### src/cpuPkg.sv
/*
 * Shared types and constants for the single-cycle 16-bit core.
 * Every stage module pulls these in through a wildcard import.
 */
`default_nettype none

package cpuPkg;

   localparam int dataWidth    = 16;
   localparam int regAddrWidth = 3;

   // Primary opcode, instruction bits 15 to 11
   typedef enum logic [4:0] {
      opHalt  = 5'b00000,
      opNop   = 5'b00001,
      opJ     = 5'b00100,
      opJal   = 5'b00110,
      opAddi  = 5'b01000,
      opSubi  = 5'b01001,
      opXori  = 5'b01010,
      opAndni = 5'b01011,
      opBeqz  = 5'b01100,
      opBnez  = 5'b01101,
      opBltz  = 5'b01110,
      opBgez  = 5'b01111,
      opSt    = 5'b10000,
      opLd    = 5'b10001,
      opLbi   = 5'b11000,
      opAdd   = 5'b11100,
      opSub   = 5'b11101,
      opXor   = 5'b11110,
      opAndn  = 5'b11111
   } opcodeE;

   // ALU operations, first operand is always rs
   typedef enum logic [2:0] {
      aluAdd,
      aluSub,     // second minus first
      aluXor,
      aluAndn,    // first and not second
      aluPassB
   } aluOpE;

   typedef enum logic [1:0] {
      wbAlu,
      wbMem,
      wbLink
   } wbSelE;

   typedef struct packed {
      aluOpE  aluOp;
      logic   aluSrcImm;
      logic   memRead;
      logic   memWrite;
      logic   regWrite;
      wbSelE  wbSel;
      opcodeE branch;     // opNop when not a branch
      logic   jump;
      logic   halt;
   } ctrlT;

   // One committing instruction as seen from outside
   typedef struct packed {
      logic                    valid;
      logic [dataWidth-1:0]    pc;
      logic                    regWe;
      logic [regAddrWidth-1:0] regAddr;
      logic [dataWidth-1:0]    regData;
      logic                    memWe;
      logic [dataWidth-1:0]    memAddr;
      logic [dataWidth-1:0]    memData;
   } retireT;

endpackage

`default_nettype wire

### src/memWriteback.sv
/*
 * Memory and write-back. Holds the data memory, picks the next PC
 * and the value written back to the register file.
 */
`timescale 1ns/1ps
`default_nettype none

module memWriteback import cpuPkg::*; #(
   parameter int dmemDepth = 256
) (
   input  wire logic                 clk,
   input  wire logic                 rst,
   input  ctrlT                      ctrl,
   input  wire logic [dataWidth-1:0] aluRes,
   input  wire logic [dataWidth-1:0] rtData,
   input  wire logic [dataWidth-1:0] imm,
   input  wire logic [dataWidth-1:0] pcNext1,
   input  wire logic                 branchTaken,
   input  wire logic                 stall,
   output logic      [dataWidth-1:0] newPc,
   output logic      [dataWidth-1:0] wbData,
   output logic      [dataWidth-1:0] memReadData
);

   logic [dataWidth-1:0] dmem [dmemDepth];
   logic [dataWidth-1:0] target;
   logic                 memWe;

   // Stores never land while held in reset or after an error
   assign memWe = ctrl.memWrite && !stall && !rst;

   always_ff @(posedge clk) begin
      if (memWe) begin
         dmem[aluRes[$clog2(dmemDepth)-1:0]] <= rtData;
      end
   end

   assign memReadData = dmem[aluRes[$clog2(dmemDepth)-1:0]];

   // Branches and jumps are both relative to PC+1
   assign target = pcNext1 + imm;
   assign newPc  = ctrl.halt                    ? pcNext1 - 1'b1 :
                   (branchTaken || ctrl.jump)   ? target : pcNext1;

   always_comb begin
      case (ctrl.wbSel)
         wbMem:   wbData = memReadData;
         wbLink:  wbData = pcNext1;
         default: wbData = aluRes;
      endcase
   end

endmodule

`default_nettype wire

### config.mk
export PLATFORM = sky130hd
export DESIGN_NAME = memWriteback
export DESIGN_NICKNAME = d
export VERILOG_FILES = /design/src/cpuPkg.sv /design/src/memWriteback.sv
export SDC_FILE = /design/constraint.sdc
export NUM_CORES = 2
export LEC_CHECK = 0
export BUFFER_PORTS_ARGS = -buffer_cell sky130_fd_sc_hd__buf_2
export CORE_MARGIN = 2
export CORE_UTILIZATION = 25
export CTS_CLUSTER_DIAMETER = 120
export DETAILED_ROUTE_END_ITERATION = 7
export PLACE_DENSITY = 0.45
export SYNTH_ARGS = -nofsm -noshare
export SYNTH_HDL_FRONTEND = slang
export SYNTH_SLANG_ARGS = --single-unit
### constraint.sdc
create_clock -name clk -period 5.15 [get_ports clk]
set_input_delay 1.03 -clock clk [delete_from_list [all_inputs] [get_ports clk]]
set_output_delay 1.03 -clock clk [all_outputs]
set_load 0.01 [all_outputs]
==> metrics.md <==
| Metric | Value |
|---|---|
| CP Data Required Time | 4120 ps |
| HP Class | in -> reg |
| Worst-path clk slew | 60 ps |
| Synth Flop Type | edfxtp_1 |
| WP data arrival | 4270 ps |
| FMAX | 189 MHz |
| Initial drt markers | 9298 |
| Ys async rst share | 0% |
| Outcome | finished, violations left |
| Placement Rows | 290 |
| Met3 wire length | 35500 um |
| Largest net degree at the start of global routing | 164 |
| RSZ-0062 raised after global routing | true |
| Worst-path maximum fanout | 44 |
| Uppermost layer routed | met5 |
| Comb power frac | 6.7% |
| Synth cell types | 48 |
| Hold_ws | 410 ps |
| Via count | 78331 |
| Mapped Nets | 6957 |
| Inserted Clock Buffers | 428 |
| Number of synthesized flops with an enable pin | 4096 |
| Sw frac | 22.1% |
| I/O Pins | 132 |
| Worst slack at placement | -610 ps |
| Cell area power density | 372 nW/um2 |
| Core ar. | 623000 um2 |
| Post-route ant nets | 0 |
| Gr ovfl total | 0 |
| Clk pwr share | 42.1% |
| CTS root buf | clkbuf_16 |
| Critical path launch point | aluRes[2] |
| Pint | 0.0559 W |
| VDD IR max | 0.000305 V |
| Clock Sinks | 4096 |
| Layout Nets | 8199 |
| Final Total Pwr | 0.0717 W |
| Register area share after synthesis | 78.6% |
| Max cap viols | 0 |
| Slew HR | 13.4% |
| Hold_buf cts | 0 |
| Die width | 795 um |
| CTS max path bufs | 4 |
| Dpl hpwl | 295000 um |
| Critical path class | in -> out |
| Met2 wire length | 225000 um |
| Routed Wire Length | 479000 um |
| Period utilisation layout | 103% |
| Full die area | 632000 um2 |
| WL met1 | 206000 um |
| CTS H-tree lvls | 5 |
| Sequential power share | 51.2% |
| Initial antenna violation count | 50 |
| Gr usage total | 14.6% |
| Max FFs per register | 4096 |
| #FFs+latches synth | 4096 |
| Critical Path End | wbData[9] |
| Avg WL per Cell | 28.5 um |
| Setup crit start kind | primary input |
| Routability congestion estimate | 0.833 |
| Proportion of layout cells with a drive suffix above 1 | 38.4% |
| Vias per cell | 4.67 |
| Leak | 59.9 nW |
| Initial core utilization | 25.1% |
| Mean area per synthesized cell | 22.8 um2 |
| Final Hold Fails | 0 |
| Vias in the first global route | 80094 |
| I/O Buffers | 120 |
| Area grow syn2layout | 23.2% |
| Most common cell after layout, fill and taps aside | edfxtp_1 |
| Slew Viols, Final | 0 |
| Die Y | 795 um |
| Worst-Margin Slew | 1290 ps |
| Final Core Density | 30.9% |
| Failing checks | negative setup slack |
| Commonest cells after routing, fill and taps aside | edfxtp_1, mux4_2, buf_4 |
| Min Tclk post-route | 5300 ps |
| Synth Instances | 6854 |
| Post-route setup slack | -154 ps |
| Synth warnings | 0 |
| Mapped cell area | 156000 um2 |
| Pre-Repair DR Iteration Count | 6 |
| CP Capture Type | output port |
| First-pass GRT wire length | 656000 um |
| CTS tree | done |
| Endpoints failing setup | 27 |
| Net Switching | 0.0158 W |
| Residual DRC | 0 |
==> synthesized netlist by cell type, types with 3 or more instances <==
cell / number / area [um2]
a211oi_1: 3 / 22.5
a21o_1: 20 / 150
a21oi_1: 123 / 616
a221oi_1: 160 / 1400
a22o_1: 175 / 1530
a22oi_1: 209 / 1570
a31oi_1: 3 / 18.8
and3_1: 3 / 18.8
buf_1: 40 / 150
buf_2: 97 / 485
buf_4: 18 / 135
buf_6: 14 / 158
clkbuf_1: 255 / 957
edfxtp_1: 4096 / 123000
ha_1: 18 / 225
inv_1: 8 / 30.0
mux4_2: 1024 / 23100
nand2_1: 44 / 165
nand2b_1: 6 / 37.5
nand3_1: 12 / 60.1
nor2_1: 309 / 1160
nor2b_1: 9 / 56.3
nor3_1: 27 / 135
o211ai_1: 20 / 150
o21ai_0: 17 / 85.1
o21ai_1: 16 / 80.1
o221ai_1: 32 / 280
o22ai_1: 56 / 350
or3_1: 4 / 25.0
xnor2_1: 4 / 35.0
xor2_1: 8 / 70.1
==> worst min-delay path by stage <==
stage                     cells past startpoint  slack (ps)                      end        from
after floorplan                               0        1130     dmem[0][0]$_DFFE_PP_   rtData[0]
after global placement                        1        1420  dmem[140][13]$_DFFE_PP_  rtData[13]
after detailed placement                      1        1430  dmem[140][13]$_DFFE_PP_  rtData[13]
after CTS                                     1         330  dmem[179][13]$_DFFE_PP_  rtData[13]
after global routing                          1         360  dmem[179][13]$_DFFE_PP_  rtData[13]
final                                         1         410  dmem[142][13]$_DFFE_PP_  rtData[13]
==> power groups by stage <==
| stage | Clock (W) | Sequential [W] | Combinational, W |
|---|---|---|---|
| finish | 0.0302 | 0.0367 | 0.00482 |
| global route | 0.0321 | 0.0367 | 0.00505 |
| CTS | 0.0309 | 0.0367 | 0.00469 |
| detailed placement | 0 | 0.0374 | 0.00441 |
| global placement | 0 | 0.0374 | 0.00436 |
| floorplan | 0 | 0.0374 | 0.00178 |
==> cells by family (layout without fill, tap and decap cells) <==
kind of cell    after synthesis  count (layout)  synth area share, %
buf+inv                     432            2023                 1.22
xor+xnor                     12              12               0.0672
simple gates                427             427                 1.12
other cells                   0              24                    0
compound gates              842             842                 4.04
mux                        1026            1026                 14.8
fa+ha+maj                    19              19                0.157
flops                      4096            4096                 78.6
==> what timing repair did <==
action / CTS / global route
endpoints found under the hold margin: 0 / 0
buffers inserted: 50 / 56
resized for setup: 295 / 176
cloned: 9 / 7
pin swaps: 59 / 59
endpoints found under the setup margin: 34 / 33
==> final cells by class <==
class	instances	area [um2]
sequential	4096	123000
timing repair buffer	1236	12000
fill	60091	431000
tap	8322	10400
clock inverter	261	2320
multi-input combinational	2326	33700
inverter	8	30.0
antenna	24	60.1
clock buffer	518	11200
==> per-layer routing <==
metal / vias to the layer above / GRT usage [%]
met1: 42954 / 20.6
met3: 559 / 2.75
met5: - / 0
li1: 32224 / -
met2: 2588 / 23.5
met4: 6 / 3.26
==> stage by stage <==
stage / cell area (um2) / TNS [ps] / std cells
6_report: 193000 / -1760 / 16791
5_1_grt: 193000 / -3460 / 16773
4_1_cts: 191000 / -2770 / 16710
3_5_place_dp: 175000 / -14860 / 15876
3_3_place_gp: 175000 / -15520 / 15876
2_1_floorplan: 156000 / 0 / 6854
==> critical path: stages <==
cell and delay, ps:
buf_2 180, nor2_4 200, buf_12 310, buf_12 310, a22o_1 250, a221oi_1 70
buf_4 160, o22ai_1 700, o21ai_1 190, o211ai_1 160, buf_4 220, a21o_1 150
buf_6 110
Note: power is estimated with default switching activity, not from simulation.
