--- config.mk ---
export PLATFORM = sky130hd
export DESIGN_NAME = decode
export DESIGN_NICKNAME = d
export VERILOG_FILES = /design/src/cpuPkg.sv /design/src/decode.sv
export SDC_FILE = /design/constraint.sdc
export NUM_CORES = 1
export LEC_CHECK = 0
export BUFFER_PORTS_ARGS = -buffer_cell sky130_fd_sc_hd__buf_2
export CAP_MARGIN = 10
export CELL_PAD_IN_SITES_DETAIL_PLACEMENT = 1
export CELL_PAD_IN_SITES_GLOBAL_PLACEMENT = 1
export CORE_ASPECT_RATIO = 1.25
export CORE_UTILIZATION = 47
export CTS_CLUSTER_DIAMETER = 200
export DETAILED_ROUTE_END_ITERATION = 8
export GPL_TIMING_DRIVEN = 0
export PLACE_DENSITY_LB_ADDON = 0.1
export SLEW_MARGIN = 20
export SYNTH_ARGS = -nofsm -noshare
export SYNTH_HDL_FRONTEND = slang
export SYNTH_SLANG_ARGS = --single-unit
--- constraint.sdc ---
create_clock -name clk -period 3.2 [get_ports clk]
set_clock_uncertainty 0.1 [all_clocks]
set_input_delay 0.64 -clock clk [delete_from_list [all_inputs] [get_ports clk]]
set_output_delay 0.64 -clock clk [all_outputs]
set_load 0.005 [all_outputs]
--- src/cpuPkg.sv ---
/*
 * Shared types and constants for the single-cycle 16-bit core.
 * Every stage module pulls these in through a wildcard import.
 */
`default_nettype none

package cpuPkg;

   localparam int dataWidth    = 16;
   localparam int regAddrWidth = 3;

   // Primary opcode, instruction bits 15 to 11
   typedef enum logic [4:0] {
      opHalt  = 5'b00000,
      opNop   = 5'b00001,
      opJ     = 5'b00100,
      opJal   = 5'b00110,
      opAddi  = 5'b01000,
      opSubi  = 5'b01001,
      opXori  = 5'b01010,
      opAndni = 5'b01011,
      opBeqz  = 5'b01100,
      opBnez  = 5'b01101,
      opBltz  = 5'b01110,
      opBgez  = 5'b01111,
      opSt    = 5'b10000,
      opLd    = 5'b10001,
      opLbi   = 5'b11000,
      opAdd   = 5'b11100,
      opSub   = 5'b11101,
      opXor   = 5'b11110,
      opAndn  = 5'b11111
   } opcodeE;

   // ALU operations, first operand is always rs
   typedef enum logic [2:0] {
      aluAdd,
      aluSub,     // second minus first
      aluXor,
      aluAndn,    // first and not second
      aluPassB
   } aluOpE;

   typedef enum logic [1:0] {
      wbAlu,
      wbMem,
      wbLink
   } wbSelE;

   typedef struct packed {
      aluOpE  aluOp;
      logic   aluSrcImm;
      logic   memRead;
      logic   memWrite;
      logic   regWrite;
      wbSelE  wbSel;
      opcodeE branch;     // opNop when not a branch
      logic   jump;
      logic   halt;
   } ctrlT;

   // One committing instruction as seen from outside
   typedef struct packed {
      logic                    valid;
      logic [dataWidth-1:0]    pc;
      logic                    regWe;
      logic [regAddrWidth-1:0] regAddr;
      logic [dataWidth-1:0]    regData;
      logic                    memWe;
      logic [dataWidth-1:0]    memAddr;
      logic [dataWidth-1:0]    memData;
   } retireT;

endpackage

`default_nettype wire

--- src/decode.sv ---
/*
 * Decode stage. Turns the opcode into control, reads the register file,
 * extends the immediate and flags undefined opcodes with a sticky err.
 */
`timescale 1ns/1ps
`default_nettype none

module decode import cpuPkg::*; (
   input  wire logic                    clk,
   input  wire logic                    rst,
   input  wire logic [dataWidth-1:0]    instr,
   input  wire logic [dataWidth-1:0]    wbData,
   output ctrlT                         ctrl,
   output logic      [dataWidth-1:0]    rsData,
   output logic      [dataWidth-1:0]    rtData,
   output logic      [dataWidth-1:0]    imm,
   output logic      [regAddrWidth-1:0] wbAddr,
   output logic                         err
);

   logic [dataWidth-1:0]    regs [2**regAddrWidth];
   logic [regAddrWidth-1:0] rs;
   logic [regAddrWidth-1:0] rt;
   logic [regAddrWidth-1:0] rd;
   opcodeE                  opcode;
   logic                    illegal;

   assign opcode = opcodeE'(instr[15:11]);
   assign rs     = instr[10:8];
   assign rt     = instr[7:5];
   assign rd     = instr[4:2];

   always_comb begin
      ctrl        = '0;
      ctrl.aluOp  = aluAdd;
      ctrl.wbSel  = wbAlu;
      ctrl.branch = opNop;
      illegal     = 1'b0;
      wbAddr      = rt;
      // I-type imm5 unless overridden below
      imm = {{(dataWidth-5){instr[4]}}, instr[4:0]};
      case (opcode)
         opHalt: ctrl.halt = 1'b1;
         opNop:  ;
         opAddi, opSubi, opXori, opAndni: begin
            ctrl.aluOp     = (opcode == opAddi) ? aluAdd :
                             (opcode == opSubi) ? aluSub :
                             (opcode == opXori) ? aluXor : aluAndn;
            ctrl.aluSrcImm = 1'b1;
            ctrl.regWrite  = 1'b1;
         end
         opSt: begin
            ctrl.aluSrcImm = 1'b1;
            ctrl.memWrite  = 1'b1;
         end
         opLd: begin
            ctrl.aluSrcImm = 1'b1;
            ctrl.memRead   = 1'b1;
            ctrl.regWrite  = 1'b1;
            ctrl.wbSel     = wbMem;
         end
         opLbi: begin
            ctrl.aluOp     = aluPassB;
            ctrl.aluSrcImm = 1'b1;
            ctrl.regWrite  = 1'b1;
            wbAddr         = rs;
            imm            = {{(dataWidth-8){instr[7]}}, instr[7:0]};
         end
         opAdd, opSub, opXor, opAndn: begin
            ctrl.aluOp    = (opcode == opAdd) ? aluAdd :
                            (opcode == opSub) ? aluSub :
                            (opcode == opXor) ? aluXor : aluAndn;
            ctrl.regWrite = 1'b1;
            wbAddr        = rd;
         end
         opBeqz, opBnez, opBltz, opBgez: begin
            ctrl.branch = opcode;
            imm         = {{(dataWidth-8){instr[7]}}, instr[7:0]};
         end
         opJ, opJal: begin
            ctrl.jump = 1'b1;
            imm       = {{(dataWidth-11){instr[10]}}, instr[10:0]};
            if (opcode == opJal) begin
               ctrl.regWrite = 1'b1;
               ctrl.wbSel    = wbLink;
               wbAddr        = 3'd7;
            end
         end
         default: begin
            illegal   = 1'b1;
            ctrl.halt = 1'b1;
         end
      endcase
   end

   assign rsData = regs[rs];
   assign rtData = regs[rt];

   always_ff @(posedge clk) begin
      if (rst) begin
         regs <= '{default: '0};
      end else if (ctrl.regWrite && !err) begin
         regs[wbAddr] <= wbData;
      end
   end

   // Sticky until the next reset
   always_ff @(posedge clk) begin
      if (rst) begin
         err <= 1'b0;
      end else if (illegal) begin
         err <= 1'b1;
      end
   end

endmodule

`default_nettype wire

==> results of run 1 <==
where the power goes:
group | switching [mW] | internal, mW | leakage [nW]
registers | 0.0300 | 1.65 | 1.04
clock network | 0.734 | 1.46 | 0.323
logic | 0.307 | 0.248 | 2.82
worst paths after layout:
| path | from | to | cells after the start |
|---|---|---|---|
| max | instr[9] | rsData[8] | 5 |
| min reg2reg | regs[26] | regs[26] | 2 |
| min | regs[26] | regs[26] | 2 |
| max reg2reg | err | regs[61] | 5 |
cell families (layout without fill, tap and decap cells):
logic type | Yosys count | in the layout | share of synthesized area [%]
simple gates | 192 | 192 | 17.04
flops | 129 | 129 | 33.76
other cells | 1 | 1 | 0.04902
compound gates | 17 | 17 | 2.257
buf+inv | 86 | 208 | 6.019
mux | 228 | 228 | 40.87
per-stage QoR:
stage          TNS (ns)  setup WS [ns]
3_5_place_dp     -21.73        -0.6666
2_1_floorplan         0        0.09938
3_3_place_gp     -19.53        -0.6297
6_report              0        0.05623
5_1_grt               0      0.0006590
4_1_cts               0       0.002516
flip-flops by register name, indices dropped and copies added, names as in the netlist:
register and count:
err 1, regs 128
cell usage after synthesis, types with 7 or more instances:
cell type    n
nand2b_1   146
dfxtp_1    129
mux2i_1    129
mux4_2      64
mux2_2      35
clkbuf_1    29
buf_1       26
buf_4       12
buf_6       10
nand2_1      9
nor2_1       8
nand4_4      7
metal layers:
layer  routed length [um]  share of wire, %
met1                 9049                38
met2                12710                54
met3                 1014               4.3
met4                  728               3.1
met5                    0                 0
layout make-up:
class	instances	share of cell area, %
Multi-Input combinational cell	438	50.87
Sequential cell	129	28.41
Clock buffer	23	5.369
Buffer	81	5.245
Timing Repair Buffer	90	5.011
Tap cell	212	2.918
Clock inverter	9	1.941
Inverter	5	0.2340
critical path, stage by stage:
cell and delay, ns:
buf_1 0.42, clkbuf_2 0.50, mux4_2 0.42, mux2_2 0.29, buf_2 0.13
timing repair:
| item | 4_1_cts | 5_1_grt |
|---|---|---|
| setup endpoints to repair | 43 | 7 |
| pin swaps | 0 | 1 |
| gates resized for setup | 43 | 5 |
| hold endpoints to repair | 0 | 0 |
| setup buffers | 0 | 2 |
==> impl_metrics.yaml, run 1 <==
yosys:
  syn-num-nets: 687
  yosysWarnings: 0
  syn_area_sq_mm: 0.007650
  synth_async_sr_flop_share_pct: 0
  synth_edf_count: 0
  yosysTopAreaCellShare_pct: 33.76
  yosysUniqueCellTypes: 39
  yosysSeqAreaShare_pct: 33.76
  avgSynthCellArea_sq_um: 11.71
  ys_ff_latch: 129
  synth_top_area_cell: "dfxtp_1"
  synthesis.instances: 653
  synth_ff_type: "dfxtp_1"
  synthTopCellsByArea: "dfxtp_1 34%, mux4_2 19%, mux2i_1 17%"
grt:
  grt_pass1_vias: 6207
  overflow: 0
  use_met1_pct: 32.99
  grt_pass1_wl_um: 35950
  grt_start_max_net_pins: 17
  antenna_found_initial: 0
  grtUsageMet3_pct: 6.790
  top_usage_layer: "met2"
  grtUsageMet2_pct: 55.67
  grt.total_usage_pct: 30.17
setup_path:
  end_kind: "output port"
  critPathKind: "input port to output port"
  worstPathArrival_ns: 2.40
  cp-start-kind: "input port"
  worstPathMaxFanout: 10
  rrSetupSlack_ns: 1.06
  critPathRequiredTime_ns: 2.46
final_layout:
  drive_above_1_share_pct: 36.26
  multi_input_area_sq_mm: 0.004623
  mostFrequentLayoutCell: "nand2b_1"
  finalCoreUtilization_pct: 57.66
  seqCellArea_sq_mm: 0.002582
  n_antenna_cell: 0
  final_cell_area_sq_mm: 0.009089
  instances_no_fill: 987
  final_cell_mix: "146 x nand2b_1, 129 x mux2i_1, 129 x dfxtp_1"
  areaGrowthSynthToFinish_pct: 18.81
  nNetsFinal: 796
  n_fill_cell: 1676
power:
  p_total_mw: 4.429
  ir_drop_mv: 0.3066
  pwr_density_cell_mw_per_mm2: 487.3
  leakage_nw: 4.186
cts:
  clock_latency_ns: 0.42
  h-tree-depth: 4
  cts_tree: "done"
  cts_root_buf: "clkbuf_16"
  clk_path_buf_depth: 2
  clk_pin_slew_ns: 0.06
  cts_hold_buf: 0
  numCtsBuffers: 17
  cts_num_sinks: 129
placed_design:
  gp_congestion: 0.7847
  dp_hpwl_um: 15970
  place_area_sq_mm: 0.008356
  io_buffers: 88
  dp_cells: 953
floorplan:
  rows: 51
  die_w_um: 116.1
  initial_core_util_pct: 48.54
  num_io_pins: 102
  coreArea_sq_mm: 0.01576
  design.die.area_sq_mm: 0.01679
  dieHeight_um: 144.6
sta:
  maxSlewViolCount: 0
  max_freq_mhz: 318.1
  finalHoldViolCount: 0
  finalCriticalPeriod_ns: 3.144
  whs_ns: 0.3914
  rsz0062_at_grt: "false"
  worstMarginPinSlew_ns: 0.8635
  timing.final.crit_share_pct: 98.24
  relSlewSlack_pct: 42.43
  setup_viol: 0
hold_path:
  hp-class: "flop to flop"
route:
  vias: 5680
  firstDrtPassIters: 5
  wirelength_um: 23500
  drt.antenna.violating_nets: 0
  drt_iter0_drc: 303
  drc: 0
  vias_per_cell: 5.755
  detail_route.wl_per_cell_um: 23.81
flow_run:
  cap_violations: 0
outcome:
  status: "complete, no violations"
No activity file was read; power rests on OpenSTA's default activity.
==> run 2: changes to the inputs <==
==> constraint.sdc (replaced) <==
create_clock -name clk -period 3.1 [get_ports clk]
set_clock_uncertainty 0.1 [all_clocks]
set_input_delay 0.62 -clock clk [delete_from_list [all_inputs] [get_ports clk]]
set_output_delay 0.62 -clock clk [all_outputs]
set_load 0.005 [all_outputs]
==> run 2 against run 1 <==
Cell area grew 0.21%. Critical path depth stayed put. First-iteration DRC count fell by 9.6%. Core utilization is 0.12 points higher. Critical endpoint is now rsData[14].
==> impl_metrics.yaml, run 2 (same netlist as run 1, synthesis figures left out) <==
outcome:
  status: "complete, no violations"
setup_path:
  rrSetupSlack_ns: 0.98
  worstPathArrival_ns: 2.36
  reg2reg_to: "regs[61]"
  worstPathMaxFanout: 10
  cp-start-kind: "input port"
  critPathKind: "input port to output port"
  end_kind: "output port"
  r2r_cells: 5
  critPathRequiredTime_ns: 2.38
  worst_r2r_startpoint: "err"
cts:
  cts_num_sinks: 129
  cts_hold_buf: 0
  numCtsBuffers: 17
  cts_root_buf: "clkbuf_16"
  h-tree-depth: 4
  clk_pin_slew_ns: 0.06
  cts_tree: "done"
  clk_path_buf_depth: 2
  clock_latency_ns: 0.42
sta:
  whs_ns: 0.3914
  maxSlewViolCount: 0
  max_freq_mhz: 325.0
  setup_ws_ns: 0.02337
  worstMarginPinSlew_ns: 0.8681
  setup_viol: 0
  timing.final.crit_share_pct: 99.25
  finalHoldViolCount: 0
  finalCriticalPeriod_ns: 3.077
  relSlewSlack_pct: 42.13
  rsz0062_at_grt: "true"
  finalSetupTns_ns: 0
route:
  drt_iter0_drc: 274
  detail_route.wl_per_cell_um: 23.78
  vias: 5653
  vias_per_cell: 5.716
  wirelength_um: 23520
  drc: 0
  firstDrtPassIters: 4
  drt.antenna.violating_nets: 0
final_layout:
  drive_above_1_share_pct: 36.55
  largest_register: "regs"
  n_antenna_cell: 0
  areaGrowthSynthToFinish_pct: 19.05
  reg_top3: "regs (128), err (1)"
  instances_no_fill: 989
  nNetsFinal: 798
  largest_reg_flops: 128
  final_cell_mix: "146 x nand2b_1, 129 x mux2i_1, 129 x dfxtp_1"
  mostFrequentLayoutCell: "nand2b_1"
grt:
  grt.total_usage_pct: 30.17
  antenna_found_initial: 0
  grt_pass1_vias: 6207
  grt_pass1_wl_um: 35950
  overflow: 0
  grt_start_max_net_pins: 17
hold_path:
  holdPathStages: 2
  min_to: "regs[26]"
  hp-class: "flop to flop"
  min_from: "regs[26]"
power:
  leakage_nw: 4.195
  ir_drop_mv: 0.3166
  power_frac_comb_pct: 12.6
  p_switching_mw: 1.105
  intPower_mw: 3.469
  pwr_density_cell_mw_per_mm2: 502.2
  power_switching_share_pct: 24.17
  sequentialPowerShare_pct: 37.8
  p_total_mw: 4.574
  clock_power_share_pct: 49.6
flow_run:
  cap_violations: 0
placed_design:
  io_buffers: 88
  gp_congestion: 0.7847
  dp_hpwl_um: 15970
  dp_slack_ns: -0.7266
  dp_cells: 953
floorplan:
  dieHeight_um: 144.6
  die_w_um: 116.1
  initial_core_util_pct: 48.54
  design.die.area_sq_mm: 0.01679
  num_io_pins: 102
  rows: 51
  coreArea_sq_mm: 0.01576
## run 2: cell types whose count changed in the layout (fill, tap and decap cells not counted), sizes merged
cell,before,now
buf,143,147
clkbuf,51,49
## run 2: area by class of cell
| class | count | area, sq um |
|---|---|---|
| inverters | 5 | 21.27 |
| fillers | 1677 | 6654 |
| flip-flops and latches | 129 | 2582 |
| plain buffers | 81 | 476.7 |
| repair buffers | 92 | 470.5 |
| clock buffers | 23 | 488.0 |
| multi-input cells | 438 | 4627 |
| well taps | 212 | 265.3 |
| clock inverters | 9 | 176.4 |
## run 2: stage by stage
step	util (%)	cell area, sq um
2_1_floorplan	-	7650
3_3_place_gp	53.01	8356
3_5_place_dp	53.01	8356
4_1_cts	57.56	9072
5_1_grt	57.78	9107
6_report	57.78	9107
## run 2: worst max path at each step
stage                    from          to
global route        instr[12]   wbAddr[0]
finish               instr[9]  rsData[14]
detailed placement   instr[5]   rtData[8]
CTS                  instr[9]   rsData[8]
floorplan            instr[5]   rtData[0]
global placement     instr[5]   rtData[8]
## run 2: power groups by stage
stage	clock (mW)	combinational, mW	sequential (mW)
after floorplan	0	0.384	1.75
after global placement	0	0.550	1.76
after detailed placement	0	0.565	1.76
after CTS	2.28	0.575	1.73
after global routing	2.36	0.613	1.73
final	2.27	0.577	1.73
## run 2: critical path, stage by stage
cell and delay [ns]:
buf_1 0.41, clkbuf_2 0.49, mux4_2 0.38, mux2_2 0.31
buf_2 0.14
## run 2: layer usage
metal | vias up | global-route usage, % | part of all wire, %
li1 | 2561 | - | -
met1 | 2911 | 32.99 | 38
met2 | 143 | 55.67 | 54
met3 | 38 | 6.790 | 4.6
met4 | 0 | 12.21 | 2.6
met5 | - | 0 | 0
## run 2: repair_timing
action	in CTS	in global routing
resized for setup	44	6
setup endpoints to repair	43	17
hold endpoints to repair	0	0
buffers inserted	0	4
pin swaps	0	3
