## config.mk

```make
export PLATFORM = sky130hd
export DESIGN_NAME = execute
export DESIGN_NICKNAME = d
export VERILOG_FILES = /design/src/cpuPkg.sv /design/src/execute.sv
export SDC_FILE = /design/constraint.sdc
export NUM_CORES = 1
export LEC_CHECK = 0
export BUFFER_PORTS_ARGS = -buffer_cell sky130_fd_sc_hd__buf_2
export CELL_PAD_IN_SITES_DETAIL_PLACEMENT = 0
export CELL_PAD_IN_SITES_GLOBAL_PLACEMENT = 1
export CORE_MARGIN = 1
export CORE_UTILIZATION = 32
export DETAILED_ROUTE_END_ITERATION = 12
export PLACE_DENSITY = 0.81
export SLEW_MARGIN = 20
export SYNTH_ARGS = -nofsm -noshare
export SYNTH_HDL_FRONTEND = slang
export SYNTH_SLANG_ARGS = --single-unit
```

## constraint.sdc

```tcl
create_clock -name vclk -period 3.32
set_input_delay 0.332 -clock vclk [all_inputs]
set_output_delay 0.332 -clock vclk [all_outputs]
set_load 0.03 [all_outputs]
```

## src/cpuPkg.sv

```systemverilog
/*
 * Shared types and constants for the single-cycle 16-bit core.
 * Every stage module pulls these in through a wildcard import.
 */
`default_nettype none

package cpuPkg;

   localparam int dataWidth    = 16;
   localparam int regAddrWidth = 3;

   // Primary opcode, instruction bits 15 to 11
   typedef enum logic [4:0] {
      opHalt  = 5'b00000,
      opNop   = 5'b00001,
      opJ     = 5'b00100,
      opJal   = 5'b00110,
      opAddi  = 5'b01000,
      opSubi  = 5'b01001,
      opXori  = 5'b01010,
      opAndni = 5'b01011,
      opBeqz  = 5'b01100,
      opBnez  = 5'b01101,
      opBltz  = 5'b01110,
      opBgez  = 5'b01111,
      opSt    = 5'b10000,
      opLd    = 5'b10001,
      opLbi   = 5'b11000,
      opAdd   = 5'b11100,
      opSub   = 5'b11101,
      opXor   = 5'b11110,
      opAndn  = 5'b11111
   } opcodeE;

   // ALU operations, first operand is always rs
   typedef enum logic [2:0] {
      aluAdd,
      aluSub,     // second minus first
      aluXor,
      aluAndn,    // first and not second
      aluPassB
   } aluOpE;

   typedef enum logic [1:0] {
      wbAlu,
      wbMem,
      wbLink
   } wbSelE;

   typedef struct packed {
      aluOpE  aluOp;
      logic   aluSrcImm;
      logic   memRead;
      logic   memWrite;
      logic   regWrite;
      wbSelE  wbSel;
      opcodeE branch;     // opNop when not a branch
      logic   jump;
      logic   halt;
   } ctrlT;

   // One committing instruction as seen from outside
   typedef struct packed {
      logic                    valid;
      logic [dataWidth-1:0]    pc;
      logic                    regWe;
      logic [regAddrWidth-1:0] regAddr;
      logic [dataWidth-1:0]    regData;
      logic                    memWe;
      logic [dataWidth-1:0]    memAddr;
      logic [dataWidth-1:0]    memData;
   } retireT;

endpackage

`default_nettype wire

```

## src/execute.sv

```systemverilog
/*
 * Execute stage. Purely combinational ALU plus the branch-condition
 * test of rs against zero.
 */
`timescale 1ns/1ps
`default_nettype none

module execute import cpuPkg::*; (
   input  ctrlT                      ctrl,
   input  wire logic [dataWidth-1:0] rsData,
   input  wire logic [dataWidth-1:0] rtData,
   input  wire logic [dataWidth-1:0] imm,
   output logic      [dataWidth-1:0] aluRes,
   output logic                      branchTaken
);

   logic [dataWidth-1:0] opB;
   logic                 rsZero;
   logic                 rsNeg;

   assign opB = ctrl.aluSrcImm ? imm : rtData;

   always_comb begin
      case (ctrl.aluOp)
         aluAdd:   aluRes = rsData + opB;
         aluSub:   aluRes = opB - rsData;
         aluXor:   aluRes = rsData ^ opB;
         aluAndn:  aluRes = rsData & ~opB;
         aluPassB: aluRes = opB;
         default:  aluRes = '0;
      endcase
   end

   assign rsZero = (rsData == '0);
   assign rsNeg  = rsData[dataWidth-1];

   // Branch kind travels as its opcode
   always_comb begin
      case (ctrl.branch)
         opBeqz:  branchTaken = rsZero;
         opBnez:  branchTaken = !rsZero;
         opBltz:  branchTaken = rsNeg;
         opBgez:  branchTaken = !rsNeg;
         default: branchTaken = 1'b0;
      endcase
   end

endmodule

`default_nettype wire

```

==> results of run 1 <==
[final cells by class]
type	count	area, µm²
multi-input cells	257	2020
inverters	23	86.3
well taps	75	93.8
fillers	631	2940
repair buffers	131	847
[cells in the final DEF, fill, tap and decap left out, types with 3 or more instances in the layout]
master	instances
a21oi_1	26
a21oi_2	6
buf_2	65
buf_4	57
buf_6	7
ha_1	32
inv_1	23
mux2_2	7
mux2i_1	10
nand2_1	18
nand2b_1	4
nand3_1	7
nor2_1	31
nor2b_1	3
nor3_1	7
o211ai_1	3
o21a_1	4
o21ai_0	6
o21ai_1	6
o21ai_2	4
o22ai_1	10
or3_4	4
xnor2_1	11
xor2_1	8
[stage by stage]
stage	hold slack [ns]	instance area [µm²]
after floorplan	0.786	2050
after detailed placement	0.948	2810
after global placement	0.936	2810
after CTS	0.949	2960
final	0.949	3050
after global routing	0.970	3050
[how the worst max path moves through the flow]
stage	cells after the start	end	slack, ns	start
after floorplan	12	aluRes[15]	-0.08	rsData[10]
after global placement	13	aluRes[14]	-0.20	ctrl[14]
after detailed placement	16	aluRes[13]	-0.23	rsData[1]
after CTS	13	aluRes[15]	-0.16	rsData[10]
after global routing	14	aluRes[15]	-0.31	rsData[10]
final	13	aluRes[14]	-0.20	rsData[10]
[routing by layer]
metal	GRT usage [%]	vias to the layer above	routed length (µm)
li1	-	1317	-
met1	28.3	1153	3290
met2	36.6	57	3290
met3	0.225	2	231
met4	2.14	0	29
met5	0	-	0
[cells by family (layout without fill, tap and decap cells)]
logic type                 count (synthesis)  after routing  share of synthesized area [%]
adders and majority gates                 34             34                           21.6
and+or+nand+nor                           91             91                           21.8
xor gates and xnor gates                  20             20                           8.73
buffers and inverters                     36            154                           8.17
muxes                                     18             18                           9.42
AOI/OAI and AO/OA                         94             94                           30.3
[power by group through the flow]
stage,Clock (W),Sequential [W],Combinational [W]
2_1_floorplan,0,0,0.000405
3_3_place_gp,0,0,0.000605
3_5_place_dp,0,0,0.000616
4_1_cts,0,0,0.000663
5_1_grt,0,0,0.000765
6_report,0,0,0.000701
[repair_timing]
item,CTS,global route
setup buffers,5,2
resized for setup,29,23
hold buffers,0,0
gates cloned,0,0
endpoints found under the setup margin,11,11
pin swaps,9,11
hold endpoints to repair,0,0
==> impl_metrics.json, run 1 <==
{
  "status": "finished, violations left",
  "violations": "negative setup slack",
  "antenna_found_initial": 0,
  "drv_cap": 0,
  "grt_pass1_vias": 2265,
  "die_w_um": 81.2,
  "drv_slew": 0,
  "ys_top_cells_by_count": "a21oi_1, ha_1, nor2_1",
  "overflow": 0,
  "netlist.area_leader.share_pct": 20.6,
  "num_rows": 28,
  "criticalPathCategory": "in2out",
  "synthTopCellsByArea": "ha_1, a21oi_1, nor2_1, mux2i_1, xnor2_1",
  "hold_depth": 3,
  "clkbuf_count": 0,
  "critPathSlowestCell": "or4_4",
  "yosys_warnings": 0,
  "worstPathMaxFanout": 5,
  "max_stage_delay_ns": 0.55,
  "post-place-ws_ns": -0.226,
  "cp_top_family": "simple AND/OR/NAND/NOR gates",
  "crit_buf_inv": 4,
  "grtUsageTotal_pct": 20.5,
  "finish.utilization_pct": 50.9,
  "p_leak_nw": 1.52,
  "instances_no_fill": 486,
  "yosysUniqueCellTypes": 48,
  "startpoint_type": "input port",
  "die-area_um2": 6590,
  "dp.cells": 479,
  "cp_data_required_time_ns": 2.99,
  "drc": 0,
  "avgViaCountPerCell": 5.20,
  "fin_crit_ns": 3.52,
  "synth_top_area_cell": "ha_1",
  "drt-pass1-iter-count": 4,
  "coreArea_um2": 5990,
  "fin_tns_setup_ns": -0.466,
  "power_w": 0.000701,
  "synth_cells": 293,
  "seq_area_frac_synth_pct": 0,
  "wl_um": 6840,
  "finalWorstSetupSlack_ns": -0.198,
  "crit_path_cell_trace": "buf_6 > or4_4 > or3_4 > buf_4 > nor3_4 > or2_2 > xor2_1 > ha_1 > buf_4 > or3_4 > mux2i_1 > or3_1 > buf_6",
  "p_sw_w": 0.000373,
  "clock_power_share_pct": 0,
  "gp_congestion": 0.891,
  "worst_pin_slew_ns": 0.444,
  "ant_nets": 0,
  "seq_power_share_pct": 0,
  "dpl.hpwl_um": 5510,
  "nFlopsAndLatches": 0,
  "grt_pass1_wl_um": 10600,
  "finalSetupViolCount": 4,
  "power.density_nw_per_um2": 230,
  "internal-power_w": 0.000328,
  "netlist_area_um2": 2010,
  "fmax_mhz": 284,
  "antennaDiodeCount": 0,
  "die_h_um": 81.2,
  "vias": 2529,
  "cp-end-kind": "primary output",
  "min_to": "branchTaken",
  "area_growth_pct": 52.0,
  "min_from": "ctrl[6]",
  "grt_max_degree": 23,
  "hold_path.class": "in2out",
  "slew_headroom_pct": 70.4,
  "rsz0062_at_grt": "yes",
  "finalCritPeriodShare_pct": 106,
  "nets": 511,
  "cp.arrival_ns": 3.19,
  "drtIter0Drc": 116,
  "portBuffers": 74,
  "ios": 81,
  "syn_avg_cell_area_um2": 6.85,
  "combPwrFrac_pct": 100.0,
  "wl_per_cell_um": 14.1,
  "syn_nets": 391,
  "peakVddDrop_v": 0.000108,
  "switching_share_pct": 53.2,
  "drive_above_1_share_pct": 43.1,
  "initial_core_util_pct": 33.5,
  "final-seq-area_um2": 0,
  "hold_viol": 0
}
Note: power is estimated with default switching activity, not from simulation.
==> run 2, diff against run 1 <==
CORE_UTILIZATION = 30   (was 32)
PLACE_DENSITY = 0.77   (was 0.81)
==> run 2 against run 1 <==
Compared with the run above: the run still ends with negative setup slack left; critical path depth stayed put; cell count is 1.4% higher; combinational power is 2% lower; non-clock buffer count is 5 higher; via count is 1.0% lower; fmax is 1.6% higher; total power is 2.5% lower; core utilization is 3.2 points lower; global-route usage is 2.2 points lower; count of clock-buffer cells in the layout stayed put; critical endpoint is now aluRes[15].
==> impl_metrics.json, run 2 (synthesis gave the netlist of run 1 again) <==
{
  "status": "finished, violations left",
  "violations": "negative setup slack",
  "area_growth_pct": 51.8,
  "critPathSlowestCell": "or4_4",
  "initial_core_util_pct": 31.4,
  "final-seq-area_um2": 0,
  "drive_above_1_share_pct": 43.0,
  "worstPathMaxFanout": 3,
  "gp_congestion": 0.856,
  "finalSetupViolCount": 3,
  "grt_pass1_vias": 2242,
  "worst_pin_slew_ns": 0.599,
  "nFlopsAndLatches": 0,
  "die_w_um": 83.8,
  "power_w": 0.000684,
  "fin_crit_ns": 3.46,
  "ios": 81,
  "drc": 0,
  "rsz0062_at_grt": "yes",
  "portBuffers": 74,
  "cp_data_required_time_ns": 2.99,
  "p_leak_nw": 1.54,
  "multi_input_area_um2": 1980,
  "max_stage_delay_ns": 0.54,
  "grt_max_degree": 22,
  "clkbuf_count": 0,
  "cp-end-kind": "primary output",
  "die_h_um": 83.8,
  "grt_pass1_wl_um": 10700,
  "hold_path.class": "in2out",
  "overflow": 0,
  "wl_um": 6670,
  "mostFrequentLayoutCells": "buf_2, buf_4, ha_1",
  "antenna_found_initial": 0,
  "peakVddDrop_v": 0.0000933,
  "drv_slew": 0,
  "dp.cells": 490,
  "drtIter0Drc": 82,
  "power.density_nw_per_um2": 224,
  "instances_no_fill": 493,
  "dpl.hpwl_um": 5570,
  "final_common_cell": "buf_2",
  "grtUsageTotal_pct": 18.4,
  "stdcell_area_um2": 3050,
  "wl_met2_um": 2990,
  "coreArea_um2": 6390,
  "criticalPathCategory": "in2out",
  "hold_viol": 0,
  "startpoint_type": "input port",
  "vias": 2503,
  "dpl_cell_area_um2": 2880,
  "avgViaCountPerCell": 5.08,
  "fin_tns_setup_ns": -0.232,
  "wl_met3_um": 376,
  "die-area_um2": 7020,
  "antennaDiodeCount": 0,
  "fmax_mhz": 289,
  "num_rows": 29,
  "cp.arrival_ns": 3.13,
  "post-place-ws_ns": -0.214,
  "finalCritPeriodShare_pct": 104,
  "nets": 516,
  "nFillCells": 656,
  "crit_path_cell_trace": "buf_6 > or4_4 > or3_4 > o21ai_2 > xor2_1 > ha_1 > a21o_1 > a31o_2 > a221oi_2 > o21ai_1 > xnor2_1 > o21ai_2 > buf_6",
  "wl_met1_um": 3270,
  "slew_headroom_pct": 60.1,
  "top_layer_used": "met4",
  "ant_nets": 0,
  "drv_cap": 0,
  "finalWorstSetupSlack_ns": -0.141,
  "drt-pass1-iter-count": 5,
  "wl_per_cell_um": 13.5
}
run 2: per-layer routing:
| metal | vias up | track usage, % |
|---|---|---|
| met5 | - | 0 |
| met4 | 0 | 0.770 |
| met3 | 4 | 1.29 |
| met2 | 78 | 30.7 |
| met1 | 1096 | 26.9 |
| li1 | 1325 | - |
run 2: area by class of cell:
cell class	instances	share of cell area [%]
Inverter	23	2.83
Multi-Input combinational cell	257	65.2
Tap cell	77	3.16
Timing Repair Buffer	136	28.8
run 2: worst paths after layout:
kind	start	endpoint	slack (ns)	depth (start not counted)
worst max-delay path	rsData[10]	aluRes[15]	-0.14	13
worst min-delay path	ctrl[6]	branchTaken	0.94	3
run 2: repair_timing:
action	in CTS	in global routing
hold buffers	0	0
pin swaps	6	7
setup endpoints to repair	9	10
gates resized for setup	19	24
hold endpoints to repair	0	0
setup buffers	2	2
run 2: worst max-delay path: cells and delay by family:
kind,cells,cell delay (ns)
and+or+nand+nor,2,0.95
adders and majority gates,1,0.27
xor gates and xnor gates,2,0.33
AOI/OAI and AO/OA,6,1.01
buffers and inverters,2,0.24
run 2: through the flow:
stage / utilization (%) / hold slack [ns]
global placement: 45.0 / 0.937
finish: 47.7 / 0.937
global route: 47.7 / 0.943
floorplan: - / 0.786
detailed placement: 45.0 / 0.938
CTS: 46.3 / 0.938
run 2: report_power, final:
part	switching (W)	internal, W
logic	0.000362	0.000321
registers	0	0
clock network	0	0
total	0.000362	0.000321
==> run 3, diff against run 2 <==
CORE_MARGIN = 3   (was 1)
==> run 3 against run 2 <==
Compared with the run above: global-route usage is 0.36 points lower; worst setup slack gained 0.013 ns; routed wire length increased by 6.3%; sequential cell count is the same; first-iteration DRC count rose by 62%; the run still ends with negative setup slack left.
==> impl_metrics.json, run 3 (synthesis gave the netlist of run 1 again) <==
{
  "max_stage_delay_ns": 0.54,
  "fin_crit_ns": 3.45,
  "finalSetupViolCount": 3,
  "nets": 514,
  "drv_slew": 0,
  "cp-end-kind": "primary output",
  "power_w": 0.000723,
  "hold_path.class": "in2out",
  "status": "finished, violations left",
  "critPathSlowestCell": "or4_4",
  "hold_viol": 0,
  "p_leak_nw": 1.55,
  "portBuffers": 74,
  "grtUsageTotal_pct": 18.0,
  "drive_above_1_share_pct": 45.2,
  "wl_um": 7090,
  "power.density_nw_per_um2": 231,
  "criticalPathCategory": "in2out",
  "min_from": "ctrl[6]",
  "area_growth_pct": 56.2,
  "cp.arrival_ns": 3.12,
  "ios": 81,
  "crit_path_cell_trace": "buf_6 > or4_4 > or3_4 > o21ai_2 > xor2_1 > ha_1 > a21o_1 > a31o_2 > a221oi_2 > o21ai_1 > xnor2_1 > o21ai_2 > buf_6",
  "drtIter0Drc": 133,
  "finalCritPeriodShare_pct": 104,
  "num_rows": 29,
  "nFlopsAndLatches": 0,
  "fmax_mhz": 290,
  "die-area_um2": 7700,
  "antennaDiodeCount": 0,
  "drc": 0,
  "worst_pin_slew_ns": 0.841,
  "initial_core_util_pct": 31.2,
  "worstPathMaxFanout": 3,
  "final_common_cell": "buf_2",
  "avgViaCountPerCell": 5.22,
  "nFillCells": 646,
  "die_w_um": 87.8,
  "peakVddDrop_v": 0.0000840,
  "startpoint_type": "input port",
  "cp-startpoint": "rsData[10]",
  "antenna_found_initial": 0,
  "post-place-ws_ns": -0.236,
  "grt_pass1_wl_um": 11200,
  "fin_tns_setup_ns": -0.209,
  "slew_headroom_pct": 44.0,
  "drv_cap": 0,
  "rsz0062_at_grt": "yes",
  "overflow": 0,
  "grt_pass1_vias": 2334,
  "die_h_um": 87.8,
  "coreArea_um2": 6420,
  "dpl.hpwl_um": 5880,
  "finalWorstSetupSlack_ns": -0.128,
  "wl_per_cell_um": 14.4,
  "mostFrequentLayoutCells": "buf_2, buf_4, ha_1",
  "ant_nets": 0,
  "vias": 2562,
  "final-seq-area_um2": 0,
  "drt-pass1-iter-count": 4,
  "violations": "negative setup slack",
  "multi_input_area_um2": 2060,
  "grt_max_degree": 18,
  "cp_data_required_time_ns": 2.99,
  "gp_congestion": 0.835,
  "clkbuf_count": 0
}
[run 3: area by class of cell]
cell class,count,share of cell area [%]
multi-input combinational,257,65.9
tap,77,3.08
inverter,23,2.76
timing repair buffer,134,28.3
[run 3: repair_timing]
item | in CTS | in global routing
resized for setup | 20 | 48
endpoints found under the setup margin | 11 | 11
buffers inserted | 1 | 4
hold buffers | 0 | 0
pin swaps | 5 | 18
[run 3: through the flow]
stage | instances | hold slack [ns] | instance area (µm²) | util [%]
after floorplan | 293 | 0.786 | 2050 | -
after CTS | 488 | 0.939 | 2940 | 45.8
after global routing | 491 | 0.961 | 3130 | 48.8
after detailed placement | 487 | 0.938 | 2850 | 44.4
final | 491 | 0.939 | 3130 | 48.8
after global placement | 487 | 0.935 | 2850 | 44.4
[run 3: worst paths after layout]
| check | end | slack, ns | cells past startpoint |
|---|---|---|---|
| max | aluRes[15] | -0.13 | 13 |
| min | branchTaken | 0.94 | 3 |
[run 3: critical path, delay by kind of cell]
| family | cells | cell delay, ns |
|---|---|---|
| compound gates | 6 | 1.00 |
| simple gates | 2 | 0.94 |
| xor+xnor | 2 | 0.31 |
| fa+ha+maj | 1 | 0.27 |
| buf+inv | 2 | 0.24 |
[run 3: layer usage]
metal | global-route usage, % | vias to the layer above | routed length (µm)
met4 | 1.39 | 0 | 40
met1 | 25.7 | 1175 | 3280
met5 | 0 | - | 0
met2 | 31.3 | 64 | 3400
li1 | - | 1321 | -
met3 | 0.376 | 2 | 377
[run 3: report_power, final]
part	switching (W)	internal, W
Sequential	0	0
Clock	0	0
Combinational	0.000380	0.000343
Total	0.000380	0.000343
